===== config.mk =====
export PLATFORM = sky130hd
export DESIGN_NAME = scroll_regs
export DESIGN_NICKNAME = d
export VERILOG_FILES = /design/src/logic/tile_pkg.sv /design/src/logic/scroll_regs.sv
export SDC_FILE = /design/constraint.sdc
export NUM_CORES = 1
export LEC_CHECK = 0
export BUFFER_PORTS_ARGS = -buffer_cell sky130_fd_sc_hd__buf_2
export CORE_AREA = 10 10 93 95
export DETAILED_ROUTE_END_ITERATION = 6
export DIE_AREA = 0 0 103 105
export GPL_TIMING_DRIVEN = 0
export PLACE_DENSITY = 0.85
export SETUP_SLACK_MARGIN = 0.05
export SYNTH_ARGS = -nofsm -noshare
export SYNTH_HDL_FRONTEND = slang
export SYNTH_SLANG_ARGS = --single-unit

===== constraint.sdc =====
create_clock -name clk -period 3.7 [get_ports clk]
set_input_delay 0.37 -clock clk [delete_from_list [all_inputs] [get_ports clk]]
set_output_delay 0.37 -clock clk [all_outputs]
set_load 0.02 [all_outputs]

===== src/logic/tile_pkg.sv =====
// shared widths and register codes for the scroll layer; word addresses only, 16-bit data buses
package tile_pkg;

    // memory address widths, in words
    localparam int vram_aw = 24;           // vram_base * 256 + scan * 2
    localparam int rom_aw  = 23;           // 3-bit region prefix + 20-bit offset

    // line buffer geometry
    localparam int buf_aw  = 9;            // 512 entries per bank
    localparam int pix_w   = 8;            // palette in [7:4], colour index in [3:0]
    localparam int line_w  = 384;          // visible pixels per line

    // host register selects
    localparam logic [1:0] reg_base = 2'd0;    // tilemap base in vram
    localparam logic [1:0] reg_hpos = 2'd1;    // horizontal scroll
    localparam logic [1:0] reg_vpos = 2'd2;    // vertical scroll

endpackage

===== src/logic/scroll_regs.sv =====
// shadow scroll registers; a host write and frame_start in one cycle copy the new value
`timescale 1ns/1ps

module scroll_regs (
    input  logic        clk,
    input  logic        rst,
    input  logic        reg_we,
    input  logic [1:0]  reg_sel,
    input  logic [15:0] reg_wdata,
    input  logic        frame_start,
    output logic [15:0] vram_base,
    output logic [15:0] hpos,
    output logic [15:0] vpos
);

    logic [15:0] base_s, hpos_s, vpos_s;   // shadow copies
    logic [15:0] base_n, hpos_n, vpos_n;   // shadow after this cycle's write

    always_comb begin
        base_n = base_s;
        hpos_n = hpos_s;
        vpos_n = vpos_s;
        if (reg_we) begin
            case (reg_sel)
                tile_pkg::reg_base: base_n = reg_wdata;
                tile_pkg::reg_hpos: hpos_n = reg_wdata;
                tile_pkg::reg_vpos: vpos_n = reg_wdata;
                default: ;                 // code 3 is unused
            endcase
        end
    end

    always_ff @(posedge clk or posedge rst) begin
        if (rst) begin
            base_s    <= '0;
            hpos_s    <= '0;
            vpos_s    <= '0;
            vram_base <= '0;
            hpos      <= '0;
            vpos      <= '0;
        end else begin
            base_s <= base_n;
            hpos_s <= hpos_n;
            vpos_s <= vpos_n;
            // active set only moves at frame start, so no mid-frame tearing
            if (frame_start) begin
                vram_base <= base_n;
                hpos      <= hpos_n;
                vpos      <= vpos_n;
            end
        end
    end

endmodule


== Word level (Yosys, flattened, before mapping) ==
Index checks and enable logic that the tools add are counted.

* Word-level logic and storage cells: 15
* Input port bits: 22
* Output and inout bits: 48
* Register bits: 96

* Reductions and logical operators: 1
* Equal/unequal tests: 2
* Mux-type cells: 6

{| class="wikitable"
|+ Operators by type and width
! operator !! number
|-
| $mux W16 || 6
|-
| $eq A2 B1 Y1 const B || 1
|-
| $eq A2 B2 Y1 const B || 1
|-
| $logic_not A2 Y1 || 1
|}

== Logic depth before layout (Yosys ltp) ==
* Word-level depth: 3
* Gate-level depth with buffers: 5
* Mapped depth without buffers: 3

== Least setup slack after synthesis ==
Ideal clock, no wire load.

* Path kind: input port to flip-flop
* Start point: input port reg_sel[1]
* End point: register vram_base[5]
* Data arrival time: 1147 ps
* Setup time: 141 ps
* Path buffers: 2
* Path slack: 2412 ps
* Cell stages on the path: 5
* Required time: 3559 ps
* Path through: or3b_1 buf_2 buf_6 nand2_1 a31oi_1

* Word-level cells in the longest chain between the ends: 3

{| class="wikitable"
|+ RTL lines
! what !! RTL line !! text
|-
| from (decl) || scroll_regs.sv:8 || <nowiki>input logic [1:0] reg_sel,</nowiki>
|-
| $logic_not A2 Y1 || scroll_regs.sv:24 || <nowiki>case (reg_sel)</nowiki>
|-
| $mux W16 || scroll_regs.sv:24 ||
|-
| $mux W16 || scroll_regs.sv:23 || <nowiki>if (reg_we) begin</nowiki>
|-
| to (signal assigned) || scroll_regs.sv:47 || <nowiki>vram_base <= base_n;</nowiki>
|-
| to (decl) || scroll_regs.sv:11 || <nowiki>output logic [15:0] vram_base,</nowiki>
|}

Every way passes these cells.
A chain may end at the register's enable or synchronous reset.

== Worst setup path in the final report ==
* Start point: register vpos[9]
* End point: output port vpos[9]

{| class="wikitable"
|+ RTL lines
! what !! RTL line !! text
|-
| from (decl) || scroll_regs.sv:13 || <nowiki>output logic [15:0] vpos</nowiki>
|-
| from (signal assigned) || scroll_regs.sv:49 || <nowiki>vpos <= vpos_n;</nowiki>
|}

No word-level cell between the ends.

==> impl_metrics.env <==
export IMPL_fp_coreArea_um2=6760
export IMPL_nFillCells=543
export IMPL_swShare_pct=30.6
export IMPL_viasPerCell=5.45
export IMPL_dpl_hpwl_um=6410
export IMPL_grt_pass1_vias=2921
export IMPL_final_util_pct=62.6
export IMPL_max_stage_delay_ns=0.41
export IMPL_end_kind="output pin"
export IMPL_wl_met3_um=576
export IMPL_worst_path_max_delay_cell="dfrtp_1"
export IMPL_num_io_pins=70
export IMPL_antenna_found_initial=0
export IMPL_synth_top_family_by_area="simple AND/OR/NAND/NOR gates"
export IMPL_cts_sinks=96
export IMPL_netlist_area_um2=3590
export IMPL_startpoint="vpos[9]$_DFFE_PP0P_"
export IMPL_avgSynthCellArea_um2=9.88
export IMPL_dr_wl_met2_um=4340
export IMPL_chipHeight_um=105
export IMPL_finalHoldViolations=13
export IMPL_cap_violations=0
export IMPL_num_antenna_cells=0
export IMPL_synthSimpleGateAreaFrac_pct=21.8
export IMPL_num_rows=30
export IMPL_vias=2874
export IMPL_power_leakage_nw=2.18
export IMPL_synthMuxAreaShare_pct=0
export IMPL_ant_nets=0
export IMPL_critical_path_class="reg2out"
export IMPL_switching_power_uw=719
export IMPL_setup_tns_ns=0
export IMPL_peakVddDrop_mv=0.233
export IMPL_fin_crit_ns=1.31
export IMPL_gp_congestion=0.811
export IMPL_setup_ws_ns=2.39
export IMPL_synth_fa_ha_area_share_pct=0
export IMPL_startpoint_type="flop"
export IMPL_drv_slew=0
export IMPL_fin_total_pwr_mw=2.35
export IMPL_numCtsBuffers=9
export IMPL_grt_pass1_wl_um=14600
export IMPL_grt_setup_unrepaired="false"
export IMPL_p_seq_share_pct=54.2
export IMPL_place_ws_ns=2.07
export IMPL_reg2reg_slack_ns=2.98
export IMPL_cts_resized=0
export IMPL_power_share_clock_pct=26.6
export IMPL_max_freq_mhz=763
export IMPL_rr_worst_depth=2
export IMPL_cts_root_buf="clkbuf_8"
export IMPL_cts_clk_slew_worst_paths_ns=0.09
export IMPL_synth_common_cells="nand2_1, dfrtp_1, a31oi_1, nor2_1, clkbuf_1"
export IMPL_critPathRequiredTime_ns=3.33
export IMPL_synth_compound_area_share_pct=8.37
export IMPL_drtIter0Drc=189
export IMPL_setup_viol=0
export IMPL_rr_startpoint="hpos_s[11]$_DFF_PP0_"
export IMPL_clockBufferDepth=2
export IMPL_grt_overflow=0
export IMPL_io_buffer_count=68
export IMPL_cp_cell_sequence="buf_2"
export IMPL_crit_fanout=2
export IMPL_synth_area_top_cells="dfrtp_1, nand2_1, a31oi_1, nor2_1, clkbuf_1"
export IMPL_initial_core_util_pct=53.1
export IMPL_cpLargestDelayFamily="flip-flops"
export IMPL_status="finished, violations left"
export IMPL_ys_types=15
export IMPL_synth_edf_count=0
export IMPL_endpoint="vpos[9]"
export IMPL_met1_length_um=3810
export IMPL_relSlewSlack_pct=60.2
export IMPL_syn_num_nets=385
export IMPL_die_area_um2=10800
export IMPL_intPower_mw=1.63
export IMPL_rr_endpoint="hpos[11]$_DFFE_PP0P_"
export IMPL_synthFlopType="dfrtp_1"
export IMPL_synth_seq_cells=96
export IMPL_postCtsSetupRepairBufs=0
export IMPL_cts_hold_buf=0
export IMPL_dr_pass1_iters=5
export IMPL_yosysWarningCount=0
export IMPL_cts_tree="yes"
export IMPL_grt_max_degree=67
export IMPL_wl_um=8930
export IMPL_fin_nets=465
export IMPL_failed_checks="hold timing"
export IMPL_drive_gt1_share_pct=21.0
export IMPL_hold_path_class="in2async"
export IMPL_area_growth_pct=18.0
export IMPL_p_comb_share_pct=19.2
export IMPL_worst_path_buf_inv=1
export IMPL_cp_data_arrival_time_ns=0.94
export IMPL_cp_num_cells=1
export IMPL_finClkSkew_ns=0.0115
export IMPL_tightest_slew_ns=0.597
export IMPL_drcViolationCount=0
export IMPL_ys_seq_area_share_pct=67.0
export IMPL_highest_layer="met4"
export IMPL_grtUsageTotal_pct=17.2
export IMPL_post_synth_top_count_cell="nand2_1"
export IMPL_powerDensity_nw_per_um2=556
export IMPL_synthArstFlopShare_pct=100
export IMPL_synth_top_cell_area_share_pct=67.0
export IMPL_synthXorXnorAreaFrac_pct=0
export IMPL_insertion_delay_ns=0.37
export IMPL_yosysTopAreaCell="dfrtp_1"
export IMPL_period_share_pct=35.4
export IMPL_die_w_um=103
export IMPL_syn_inst=363
export IMPL_h_tree_depth=3
export IMPL_wire_per_inst_um=16.9
export IMPL_whs_ns=-0.0105
==> cells by family (layout without fill, tap and decap cells) <==
kind of cell	Yosys count	count (layout)
flops	96	96
buf+inv	21	105
simple gates	198	198
compound gates	48	48
==> routing by layer <==
layer	vias up	GRT usage, %
met3	21	3.95
li1	1347	-
met1	1414	22.0
met5	-	0
met2	92	26.9
met4	0	7.85
==> worst min-delay path by stage <==
stage / endpoint / slack, ns / cells after the start
after floorplan: base_s[0]$_DFF_PP0_ / 0.44 / 2
after global placement: base_s[2]$_DFF_PP0_ / 0.45 / 2
after detailed placement: hpos[1]$_DFFE_PP0P_ / 0.40 / 2
after CTS: vram_base[2]$_DFFE_PP0P_ / 0.005 / 2
after global routing: vram_base[3]$_DFFE_PP0P_ / 0.03 / 2
final: hpos_s[3]$_DFF_PP0_ / -0.01 / 2
==> through the flow <==
step | cells | cell area [um2] | hold slack [ns]
final | 527 | 4230 | -0.0105
after global routing | 527 | 4230 | 0.0281
after CTS | 527 | 4230 | 0.00536
after detailed placement | 512 | 4060 | 0.397
after global placement | 511 | 4030 | 0.451
after floorplan | 363 | 3590 | 0.439
==> cells in the final DEF (no fill, tap or decap), drive strengths merged <==
master / synthesis / routed
clkinvlp: 0 / 2
nand3b: 2 / 2
dfrtp: 96 / 96
buf: 11 / 80
or3b: 1 / 1
a31oi: 48 / 48
nor2: 48 / 48
nand2: 144 / 144
inv: 1 / 1
and3b: 2 / 2
clkbuf: 9 / 22
nor3b: 1 / 1
==> layout make-up <==
cell class / instances / area, um2 / area share, %
tap: 80 / 100 / 2.37
inverter: 1 / 6.26 / 0.148
clock inverter: 2 / 15.0 / 0.355
buffer: 20 / 98.8 / 2.34
multi-input combinational: 246 / 1080 / 25.6
clock buffer: 13 / 159 / 3.76
sequential: 96 / 2400 / 56.8
timing repair buffer: 69 / 368 / 8.70
==> registers in the layout, indices dropped and copies added (netlist names) <==
signal and flops:
base_s 16, hpos 16, hpos_s 16, vpos 16
vpos_s 16, vram_base 16
==> power groups by stage <==
| stage | clock [mW] | combinational, mW | sequential (mW) |
|---|---|---|---|
| 3_5_place_dp | 0 | 0.455 | 1.30 |
| 4_1_cts | 0.625 | 0.458 | 1.27 |
| 6_report | 0.626 | 0.451 | 1.27 |
| 5_1_grt | 0.670 | 0.502 | 1.29 |
| 2_1_floorplan | 0 | 0.189 | 1.38 |
| 3_3_place_gp | 0 | 0.437 | 1.29 |
Note: power is estimated with default switching activity, not from simulation.
