[config.mk]
export PLATFORM = sky130hd
export DESIGN_NAME = tile_line_fetch
export DESIGN_NICKNAME = d
export VERILOG_FILES = /design/src/logic/tile_pkg.sv /design/src/logic/tile_line_fetch.sv
export SDC_FILE = /design/constraint.sdc
export NUM_CORES = 1
export LEC_CHECK = 0
export ABC_AREA = 1
export BUFFER_PORTS_ARGS = -buffer_cell sky130_fd_sc_hd__buf_2
export CAP_MARGIN = 20
export CORE_MARGIN = 4
export CORE_UTILIZATION = 48
export CTS_CLUSTER_DIAMETER = 200
export DETAILED_ROUTE_END_ITERATION = 10
export PLACE_DENSITY = 0.85
export SYNTH_ARGS = -nofsm -noshare
export SYNTH_HDL_FRONTEND = slang
export SYNTH_SLANG_ARGS = --single-unit
export TNS_END_PERCENT = 10
[constraint.sdc]
create_clock -name clk -period 1.9 [get_ports clk]
set_input_delay 0.38 -clock clk [delete_from_list [all_inputs] [get_ports clk]]
set_output_delay 0.38 -clock clk [all_outputs]
set_load 0.005 [all_outputs]
[src/logic/tile_pkg.sv]
// shared widths and register codes for the scroll layer; word addresses only, 16-bit data buses
package tile_pkg;

    // memory address widths, in words
    localparam int vram_aw = 24;           // vram_base * 256 + scan * 2
    localparam int rom_aw  = 23;           // 3-bit region prefix + 20-bit offset

    // line buffer geometry
    localparam int buf_aw  = 9;            // 512 entries per bank
    localparam int pix_w   = 8;            // palette in [7:4], colour index in [3:0]
    localparam int line_w  = 384;          // visible pixels per line

    // host register selects
    localparam logic [1:0] reg_base = 2'd0;    // tilemap base in vram
    localparam logic [1:0] reg_hpos = 2'd1;    // horizontal scroll
    localparam logic [1:0] reg_vpos = 2'd2;    // vertical scroll

endpackage
[src/logic/tile_line_fetch.sv]
// renders one line per start level; only the tile_size 8 map layout is verified, no flip bits
`timescale 1ns/1ps

module tile_line_fetch #(
    parameter int tile_size = 8            // 8, 16 or 32
) (
    input  logic                        clk,
    input  logic                        rst,
    input  logic [8:0]                  v,
    input  logic [15:0]                 vram_base,
    input  logic [15:0]                 hpos,
    input  logic [15:0]                 vpos,
    input  logic                        start,
    output logic                        done,
    output logic [tile_pkg::vram_aw-1:0] vram_addr,
    input  logic [15:0]                 vram_data,
    input  logic                        vram_ok,
    output logic                        vram_cs,
    output logic [tile_pkg::rom_aw-1:0] rom_addr,
    input  logic [15:0]                 rom_data,
    input  logic                        rom_ok,
    output logic                        rom_cs,
    output logic [tile_pkg::buf_aw-1:0] buf_addr,
    output logic [tile_pkg::pix_w-1:0]  buf_data,
    output logic                        buf_wr
);

    localparam logic [2:0] st_idle = 3'd0;
    localparam logic [2:0] st_scan = 3'd1;
    localparam logic [2:0] st_code = 3'd2;
    localparam logic [2:0] st_gap  = 3'd3;
    localparam logic [2:0] st_attr = 3'd4;
    localparam logic [2:0] st_roma = 3'd5;
    localparam logic [2:0] st_gfx  = 3'd6;
    localparam logic [2:0] st_pix  = 3'd7;

    // rom region prefix and the index of the last graphics word of a tile row
    localparam logic [2:0] rom_id  = (tile_size == 8)  ? 3'd1 :
                                     (tile_size == 16) ? 3'd2 : 3'd3;
    localparam logic [2:0] wd_last = 3'(tile_size / 4 - 1);

    logic [2:0]  st;
    logic [1:0]  pix_k;                    // pixel within a graphics word
    logic [2:0]  wd;                       // graphics word within a tile row
    logic [8:0]  vn;                       // scrolled line
    logic [8:0]  hn;                       // scrolled column
    logic [2:0]  fine;                     // fine horizontal scroll
    logic [9:0]  cnt;                      // pixels produced so far
    logic [15:0] code, attr;
    logic [15:0] pxl;
    logic [11:0] scan;
    logic        line_end;

    function automatic logic [3:0] colour(input logic [15:0] w);
        return {w[12], w[8], w[4], w[0]};  // planar bits, plane 3 first
    endfunction

    always_comb begin
        case (tile_size)
            16:      scan = {vn[8:7], hn[8:3], vn[6:3]};
            32:      scan = {vn[8:6], hn[8:3], vn[5:3]};
            default: scan = {vn[8], hn[8:3], vn[7:3]};
        endcase
    end

    // last written address is cnt - 1 - fine, so this means 383 is covered
    assign line_end = cnt >= 10'(tile_pkg::line_w) + {7'd0, fine};

    // control state
    always_ff @(posedge clk or posedge rst) begin
        if (rst) begin
            st      <= st_idle;
            done    <= 1'b0;
            vram_cs <= 1'b0;
            rom_cs  <= 1'b0;
            buf_wr  <= 1'b0;
            pix_k   <= '0;
            wd      <= '0;
        end else begin
            case (st)
                st_idle: begin
                    if (!start) begin
                        done <= 1'b0;      // line acknowledged
                    end else if (!done) begin
                        st <= st_scan;
                    end
                end
                st_scan: begin
                    buf_wr <= 1'b0;
                    if (line_end) begin
                        done <= 1'b1;
                        st   <= st_idle;
                    end else begin
                        vram_cs <= 1'b1;
                        st      <= st_code;
                    end
                end
                st_code: if (vram_ok) st <= st_gap;
                st_gap:  st <= st_attr;    // let vram see the attribute address
                st_attr: begin
                    if (vram_ok) begin
                        vram_cs <= 1'b0;
                        st      <= st_roma;
                    end
                end
                st_roma: begin
                    rom_cs <= 1'b1;
                    wd     <= '0;
                    st     <= st_gfx;
                end
                st_gfx: begin
                    buf_wr <= 1'b0;
                    if (rom_ok) begin
                        pix_k <= '0;
                        st    <= st_pix;
                    end
                end
                default: begin             // st_pix
                    buf_wr <= 1'b1;
                    pix_k  <= pix_k + 2'd1;
                    if (pix_k == 2'd3) begin
                        if (wd == wd_last) begin
                            rom_cs <= 1'b0;
                            st     <= st_scan;     // next tile
                        end else begin
                            wd <= wd + 3'd1;
                            st <= st_gfx;
                        end
                    end
                end
            endcase
        end
    end

    // datapath
    always_ff @(posedge clk) begin
        case (st)
            st_idle: begin
                vn   <= vpos[8:0] + v;
                hn   <= {hpos[8:3], 3'd0};
                fine <= hpos[2:0];
                cnt  <= '0;
            end
            st_scan: vram_addr <= {vram_base, 8'd0} + {11'd0, scan, 1'b0};
            st_code: begin
                if (vram_ok) begin
                    code         <= vram_data;
                    vram_addr[0] <= 1'b1;  // attribute follows the code
                end
            end
            st_attr: if (vram_ok) attr <= vram_data;
            st_roma: begin
                case (tile_size)
                    16:      rom_addr <= {rom_id, code, vn[3:0]};
                    32:      rom_addr <= {rom_id, code[13:0], vn[4:0], 1'b0};
                    default: rom_addr <= {rom_id, 1'b0, code, vn[2:0]};
                endcase
            end
            st_gfx: begin
                if (rom_ok) begin
                    pxl <= rom_data;       // four pixels
                    hn  <= hn + 9'd4;
                    if (tile_size == 32 && wd == 3'd3) rom_addr[0] <= 1'b1;
                end
            end
            st_pix: begin
                buf_addr <= cnt[8:0] - {6'd0, fine};   // wraps mod 512
                buf_data <= {attr[3:0], colour(pxl)};
                pxl      <= pxl >> 1;
                cnt      <= cnt + 10'd1;
            end
            default: ;
        endcase
    end

endmodule

=== Word level (Yosys, flattened, before mapping) ===
Index checks and enable logic that the tools add are counted.
Widths: inputs -> output; s select.

* Register bits: 139
* Output and inout bits: 68
* Word-level logic and storage cells: 104

* $add $sub $neg: 8
* Order comparisons: 1
* Equal/unequal tests: 18
* Multiplexer cells: 31
* Bitwise logic cells: 2
* Reduce and logical (&&, ||, !) cells: 25

{| class="wikitable"
|+ Operators by type and width
! operator !! count
|-
| $pmux 16 s2 || 1
|-
| $mux 3 || 9
|-
| $add 24x13->24 || 1
|-
| $pmux 3 s7 || 1
|-
| $pmux 10 s2 || 1
|-
| $pmux 9 s2 || 1
|-
| $mux 16 || 1
|-
| $ne 2x2->1 const B || 8
|-
| $reduce_bool 2->1 || 8
|-
| $eq 3x3->1 const B || 4
|-
| $reduce_and 2->1 || 6
|-
| $reduce_and 3->1 || 4
|-
| $reduce_or 6->1 || 2
|-
| $add 10x1->10 const B || 1
|-
| $add 9x3->10 const A || 1
|-
| $ge 10x10->1 || 1
|-
| $pmux 1 s2 || 5
|-
| $add 9x3->9 const B || 1
|-
| $add 9x9->9 || 1
|-
| $mux 9 || 1
|-
| $sub 9x3->9 || 1
|-
| $reduce_bool 8->1 || 1
|-
| $mux 1 || 7
|-
| $eq 3x1->1 const B || 2
|-
| 13 further kinds || 16
|}

=== Longest topological paths before layout ===
* Depth in word-level cells: 4
* Depth in mapped cells: 10

=== Worst setup path before layout ===
Ideal clock, no wire load.

* Kind: reg-to-reg
* From: register st[0]
* To: register cnt[0], enable pin
* Arrival: 1.661 ns
* Data required time: 1.560 ns
* Slack: -0.100 ns
* Stages on the path, launching flop included: 6
* Period minus slack after synthesis: 2.000 ns
* Path through: dfrtp_1 > nor2_2 > inv_1 > nor2_1 > inv_1 > nand2_1

* Cells in the longest elaborated chain, start to end: 2

{| class="wikitable"
|+ RTL lines
! what !! line !! source
|-
| start: declaration || tile_line_fetch.sv:42 || <nowiki>logic [2:0] st;</nowiki>
|-
| start signal: assignment || tile_line_fetch.sv:72 || <nowiki>st <= st_idle;</nowiki>
|-
| start signal: assignment || tile_line_fetch.sv:85 || <nowiki>st <= st_scan;</nowiki>
|-
| start signal: assignment || tile_line_fetch.sv:92 || <nowiki>st <= st_idle;</nowiki>
|-
| $eq 3x3->1 / $logic_not 3->1 (equally long branches) || tile_line_fetch.sv:137 || <nowiki>case (st)</nowiki>
|-
| $reduce_bool 2->1 (no line) * || -- ||
|-
| end signal: assignment || tile_line_fetch.sv:170 || <nowiki>cnt <= cnt + 10'd1;</nowiki>
|-
| end: declaration || tile_line_fetch.sv:48 || <nowiki>logic [9:0] cnt;</nowiki>
|}

Mark *: on every way between the ends. The rest lies on a longest branch, timed or not.
A chain may end at the register's enable or synchronous reset.

=== Worst setup path in the final report ===
* From: register hn[7]
* To: register vram_addr[22] in the netlist's numbering (data pin)

* Cells in the longest elaborated chain, start to end: 1

{| class="wikitable"
|+ RTL lines
! what !! line !! source
|-
| start: declaration || tile_line_fetch.sv:46 || <nowiki>logic [8:0] hn;</nowiki>
|-
| start signal: assignment || tile_line_fetch.sv:140 || <nowiki>hn <= {hpos[8:3], 3'd0};</nowiki>
|-
| start signal: assignment || tile_line_fetch.sv:162 || <nowiki>hn <= hn + 9'd4;</nowiki>
|-
| $add 24x13->24 || tile_line_fetch.sv:144 || <nowiki>st_scan: vram_addr <= {vram_base, 8'd0} + {11'd0, scan, 1'b0};</nowiki>
|-
| end signal: assignment || tile_line_fetch.sv:144 ||
|-
| end: declaration || tile_line_fetch.sv:15 || <nowiki>output logic [tile_pkg::vram_aw-1:0] vram_addr,</nowiki>
|}

Every way passes these cells.

==> impl_results.rst <==
.. list-table::
   :header-rows: 1

   * - Metric
     - Value
   * - Outcome
     - finished, final reports clean
   * - Number of flops mapped to enable cells by yosys
     - 125
   * - Rows
     - 41
   * - Worst setup slack for register-to-register paths
     - 60 ps
   * - Average routed wire per standard cell
     - 14.5 um
   * - Worst slew pin tran
     - 493 ps
   * - Non-Filler Instances
     - 885
   * - Biggest cell delay along the critical path
     - 470 ps
   * - Number of endpoints with negative hold slack in the final report
     - 0
   * - Number of antenna violations at the first check in global routing
     - 1
   * - Number of vias per cell after detailed routing
     - 4.93
   * - Number of global-route vias before repair
     - 4337
   * - Post-layout nets
     - 817
   * - CTS tree
     - built
   * - Starting utilization of the core area
     - 0.489
   * - Number of placed I/O pins
     - 162
   * - First-pass GRT wire length
     - 20100 um
   * - CTS Root Cell
     - clkbuf_16
   * - Yosys synthesis warning count
     - 0
   * - Maximum level of the CTS H-tree
     - 4
   * - Category of the critical setup timing path
     - register to register
   * - Post-route antenna net violation count
     - 0
   * - Die footprint
     - 0.0147 mm2
   * - Overall routing resource usage
     - 0.178
   * - FF-to-FF Start
     - hn[7]
   * - Post-synthesis instance area
     - 0.00615 mm2
   * - Final count of negative-setup-slack endpoints
     - 0
   * - Maximum number of pins on one net before global-route repair
     - 40
   * - Cell with the largest stage delay on the worst path
     - edfxtp_1
   * - Synthesis-to-finish area growth
     - 28.9%
   * - Total of max-cap violations
     - 0
   * - Relative max-transition margin
     - 0.668
   * - Top achievable clock speed
     - 544 MHz
   * - Most frequent standard cell in the layout excluding fill and tap cells
     - buf_2
   * - Cell family with the largest share of critical-path delay
     - simple AND/OR/NAND/NOR gates
   * - Worst hold slack across all endpoints
     - 143 ps
   * - Drc violations
     - 0
   * - Final slew viol count
     - 0
   * - Critical path buffers and inverters
     - 0
   * - Total chip power
     - 11.9 mW
   * - RSZ-0062 raised after global routing
     - yes
   * - Data arrival at the endpoint of the critical path
     - 2000 ps
   * - Maximum count of clock buffers along a single path
     - 2
   * - Detailed placer's ending HPWL
     - 9330 um
   * - Category of the worst setup path launch point
     - register
   * - Number of design-rule violations left by the first detailed-router iteration
     - 336
   * - Die Wd
     - 121 um
   * - Number of cells on the worst reg-to-reg path
     - 8
   * - Ys flop type
     - edfxtp_1
   * - Worst hold path cell count
     - 1
   * - Shortest clock period the worst path allows after layout
     - 1840 ps
   * - Worst hold path type
     - input port to register
   * - Async SR Flop Fraction
     - 0.0876
   * - Worst min-delay path startpoint
     - vram_data[4]
   * - Worst path required time
     - 2060 ps
   * - Most frequent cells in the layout
     - buf_2 (143), nand2_1 (141), edfxtp_1 (125)
   * - CTS clk-pin slew, worst paths
     - 60 ps
   * - Worst flop-to-flop path endpoint
     - vram_addr[22]
   * - Chip height
     - 121 um
   * - Synthesized area per cell
     - 11.6 um2
   * - Number of sinks handled by clock tree synthesis
     - 137
   * - Insertion delay to the later sink of the worst-skew pair
     - 420 ps
   * - Static Leak
     - 3.48 nW
   * - Power per cell area
     - 1500 mW/mm2
   * - Library cell appearing most often on the critical path
     - nand2_1
   * - Router iterations before antenna repair
     - 5
   * - Fill cell count
     - 969
   * - FF+latch count, synth
     - 137
   * - Number of distinct library cell variants in the gate-level netlist after synthesis
     - 37
   * - Capture endpoint of the worst hold path
     - code[4]
   * - Final Cycle Share
     - 0.967
   * - Critical path endpoint category
     - register
   * - Crit-path max FO
     - 5
   * - Critical Path, Cell by Cell
     - ha_4 > nand3_1 > nand2_2 > nand2_1 > a21boi_2 > nand2_1 > nand2_1 > nand2_1
   * - Proportion of synthesized chip area in sequential cells
     - 0.659
   * - Overall routed net length
     - 12800 um
   * - Clock buffers created by TritonCTS
     - 17
   * - Number of buffer cells added on primary ports
     - 143
   * - RePlAce Congestion
     - 0.900
   * - Mapped Cells
     - 530
   * - Layout cells sized above 1
     - 0.308
   * - Cell Count Post-Placement
     - 850
   * - Grt ovf
     - 0
   * - Layout Skew
     - 7.83 ps
   * - Highest ir drop seen on vdd
     - 0.000891 V
   * - Via Count
     - 4365
   * - Core area
     - 0.0126 mm2
[where the power goes]
part           leakage (nW)  internal, mW  switching [mW]
sequential             1.31          4.46           0.415
combinational          1.85          1.23            2.06
clock                 0.326          2.47            1.24
[flip-flops by register name, indices dropped and copies added (netlist names), 2 cells and up]
| name | count |
|---|---|
| vram_addr | 24 |
| rom_addr | 19 |
| code | 16 |
| pxl | 16 |
| cnt | 10 |
| buf_addr | 9 |
| vn | 9 |
| buf_data | 8 |
| hn | 7 |
| attr | 4 |
| fine | 3 |
| st | 3 |
| wd | 3 |
| pix_k | 2 |
[synth_stat cells, types with 5 or more instances]
library cell / instances / area share
o21ai_1: 7 / 0.0057
xor2_1: 23 / 0.033
o21ai_0: 6 / 0.0049
nor3_1: 5 / 0.0041
nand2_1: 144 / 0.088
nand3_1: 25 / 0.020
edfxtp_1: 125 / 0.61
a21oi_1: 17 / 0.014
nor2_1: 29 / 0.018
inv_1: 55 / 0.034
ha_1: 21 / 0.043
nand4_1: 11 / 0.011
dfrtp_1: 12 / 0.049
buf_4: 5 / 0.0061
[timing repair]
item / CTS / global route
setup buffers: 0 / 1
hold endpoints to repair: 12 / 0
setup endpoints to repair: 1 / 14
hold buffers: 1 / 0
pin swaps: 0 / 2
resized for setup: 1 / 13
[metal layers]
| layer | GRT usage | vias to the layer above | routed length (um) |
|---|---|---|---|
| met1 | 0.209 | 2059 | 5080 |
| met5 | 0 | - | 0 |
| met3 | 0.0448 | 28 | 725 |
| li1 | - | 2137 | - |
| met4 | 0.0770 | 0 | 282 |
| met2 | 0.309 | 141 | 6740 |
[cell type report]
class	count	area, um2	area share
multi-input combinational	327	1890	0.238
tap	172	215	0.0271
inverter	58	218	0.0275
timing repair buffer	158	881	0.111
antenna	1	2.50	0.000316
clock inverter	15	245	0.0309
sequential	137	4050	0.511
clock buffer	17	425	0.0537
[worst register-to-register path: cells and delay by family (launching register included)]
family                   cells  cell delay [ps]
flip-flops                   1              470
AO/OA/AOI/OAI                1              250
adder cells (fa/ha/maj)      1              340
AND/OR/NAND/NOR              6              540
[through the flow]
stage	utilization	worst slack [ps]	TNS, ps	area (um2)
2_1_floorplan	-	-44.9	-719	6160
4_1_cts	0.625	22.4	0	7860
6_report	0.631	62.3	0	7930
5_1_grt	0.631	-42.2	-58.6	7930
3_5_place_dp	0.571	-38.7	-57.9	7170
3_3_place_gp	0.571	-7.63	-7.63	7170
[kinds of logic after synthesis]
| kind of cell | count (synthesis) | synth area share |
|---|---|---|
| AOI/OAI and AO/OA | 41 | 0.0374 |
| buffers and inverters | 68 | 0.0464 |
| adders and majority gates | 24 | 0.0525 |
| other | 2 | 0.00122 |
| and+or+nand+nor | 230 | 0.164 |
| muxes | 1 | 0.00163 |
| xor gates and xnor gates | 27 | 0.0384 |
| DFF | 137 | 0.659 |
[worst max path at each step]
stage | start | to | slack [ps] | cells after the start
2_1_floorplan | st[1] | code[0] | -40 | 6
3_3_place_gp | vram_base[0] | vram_addr[14] | -8 | 8
3_5_place_dp | vram_base[0] | vram_addr[14] | -40 | 8
4_1_cts | cnt[0] | buf_addr[8] | 20 | 10
5_1_grt | hn[5] | vram_addr[22] | -40 | 9
6_report | hn[7] | vram_addr[22] | 60 | 8
No activity file was read; power rests on OpenSTA's default activity.
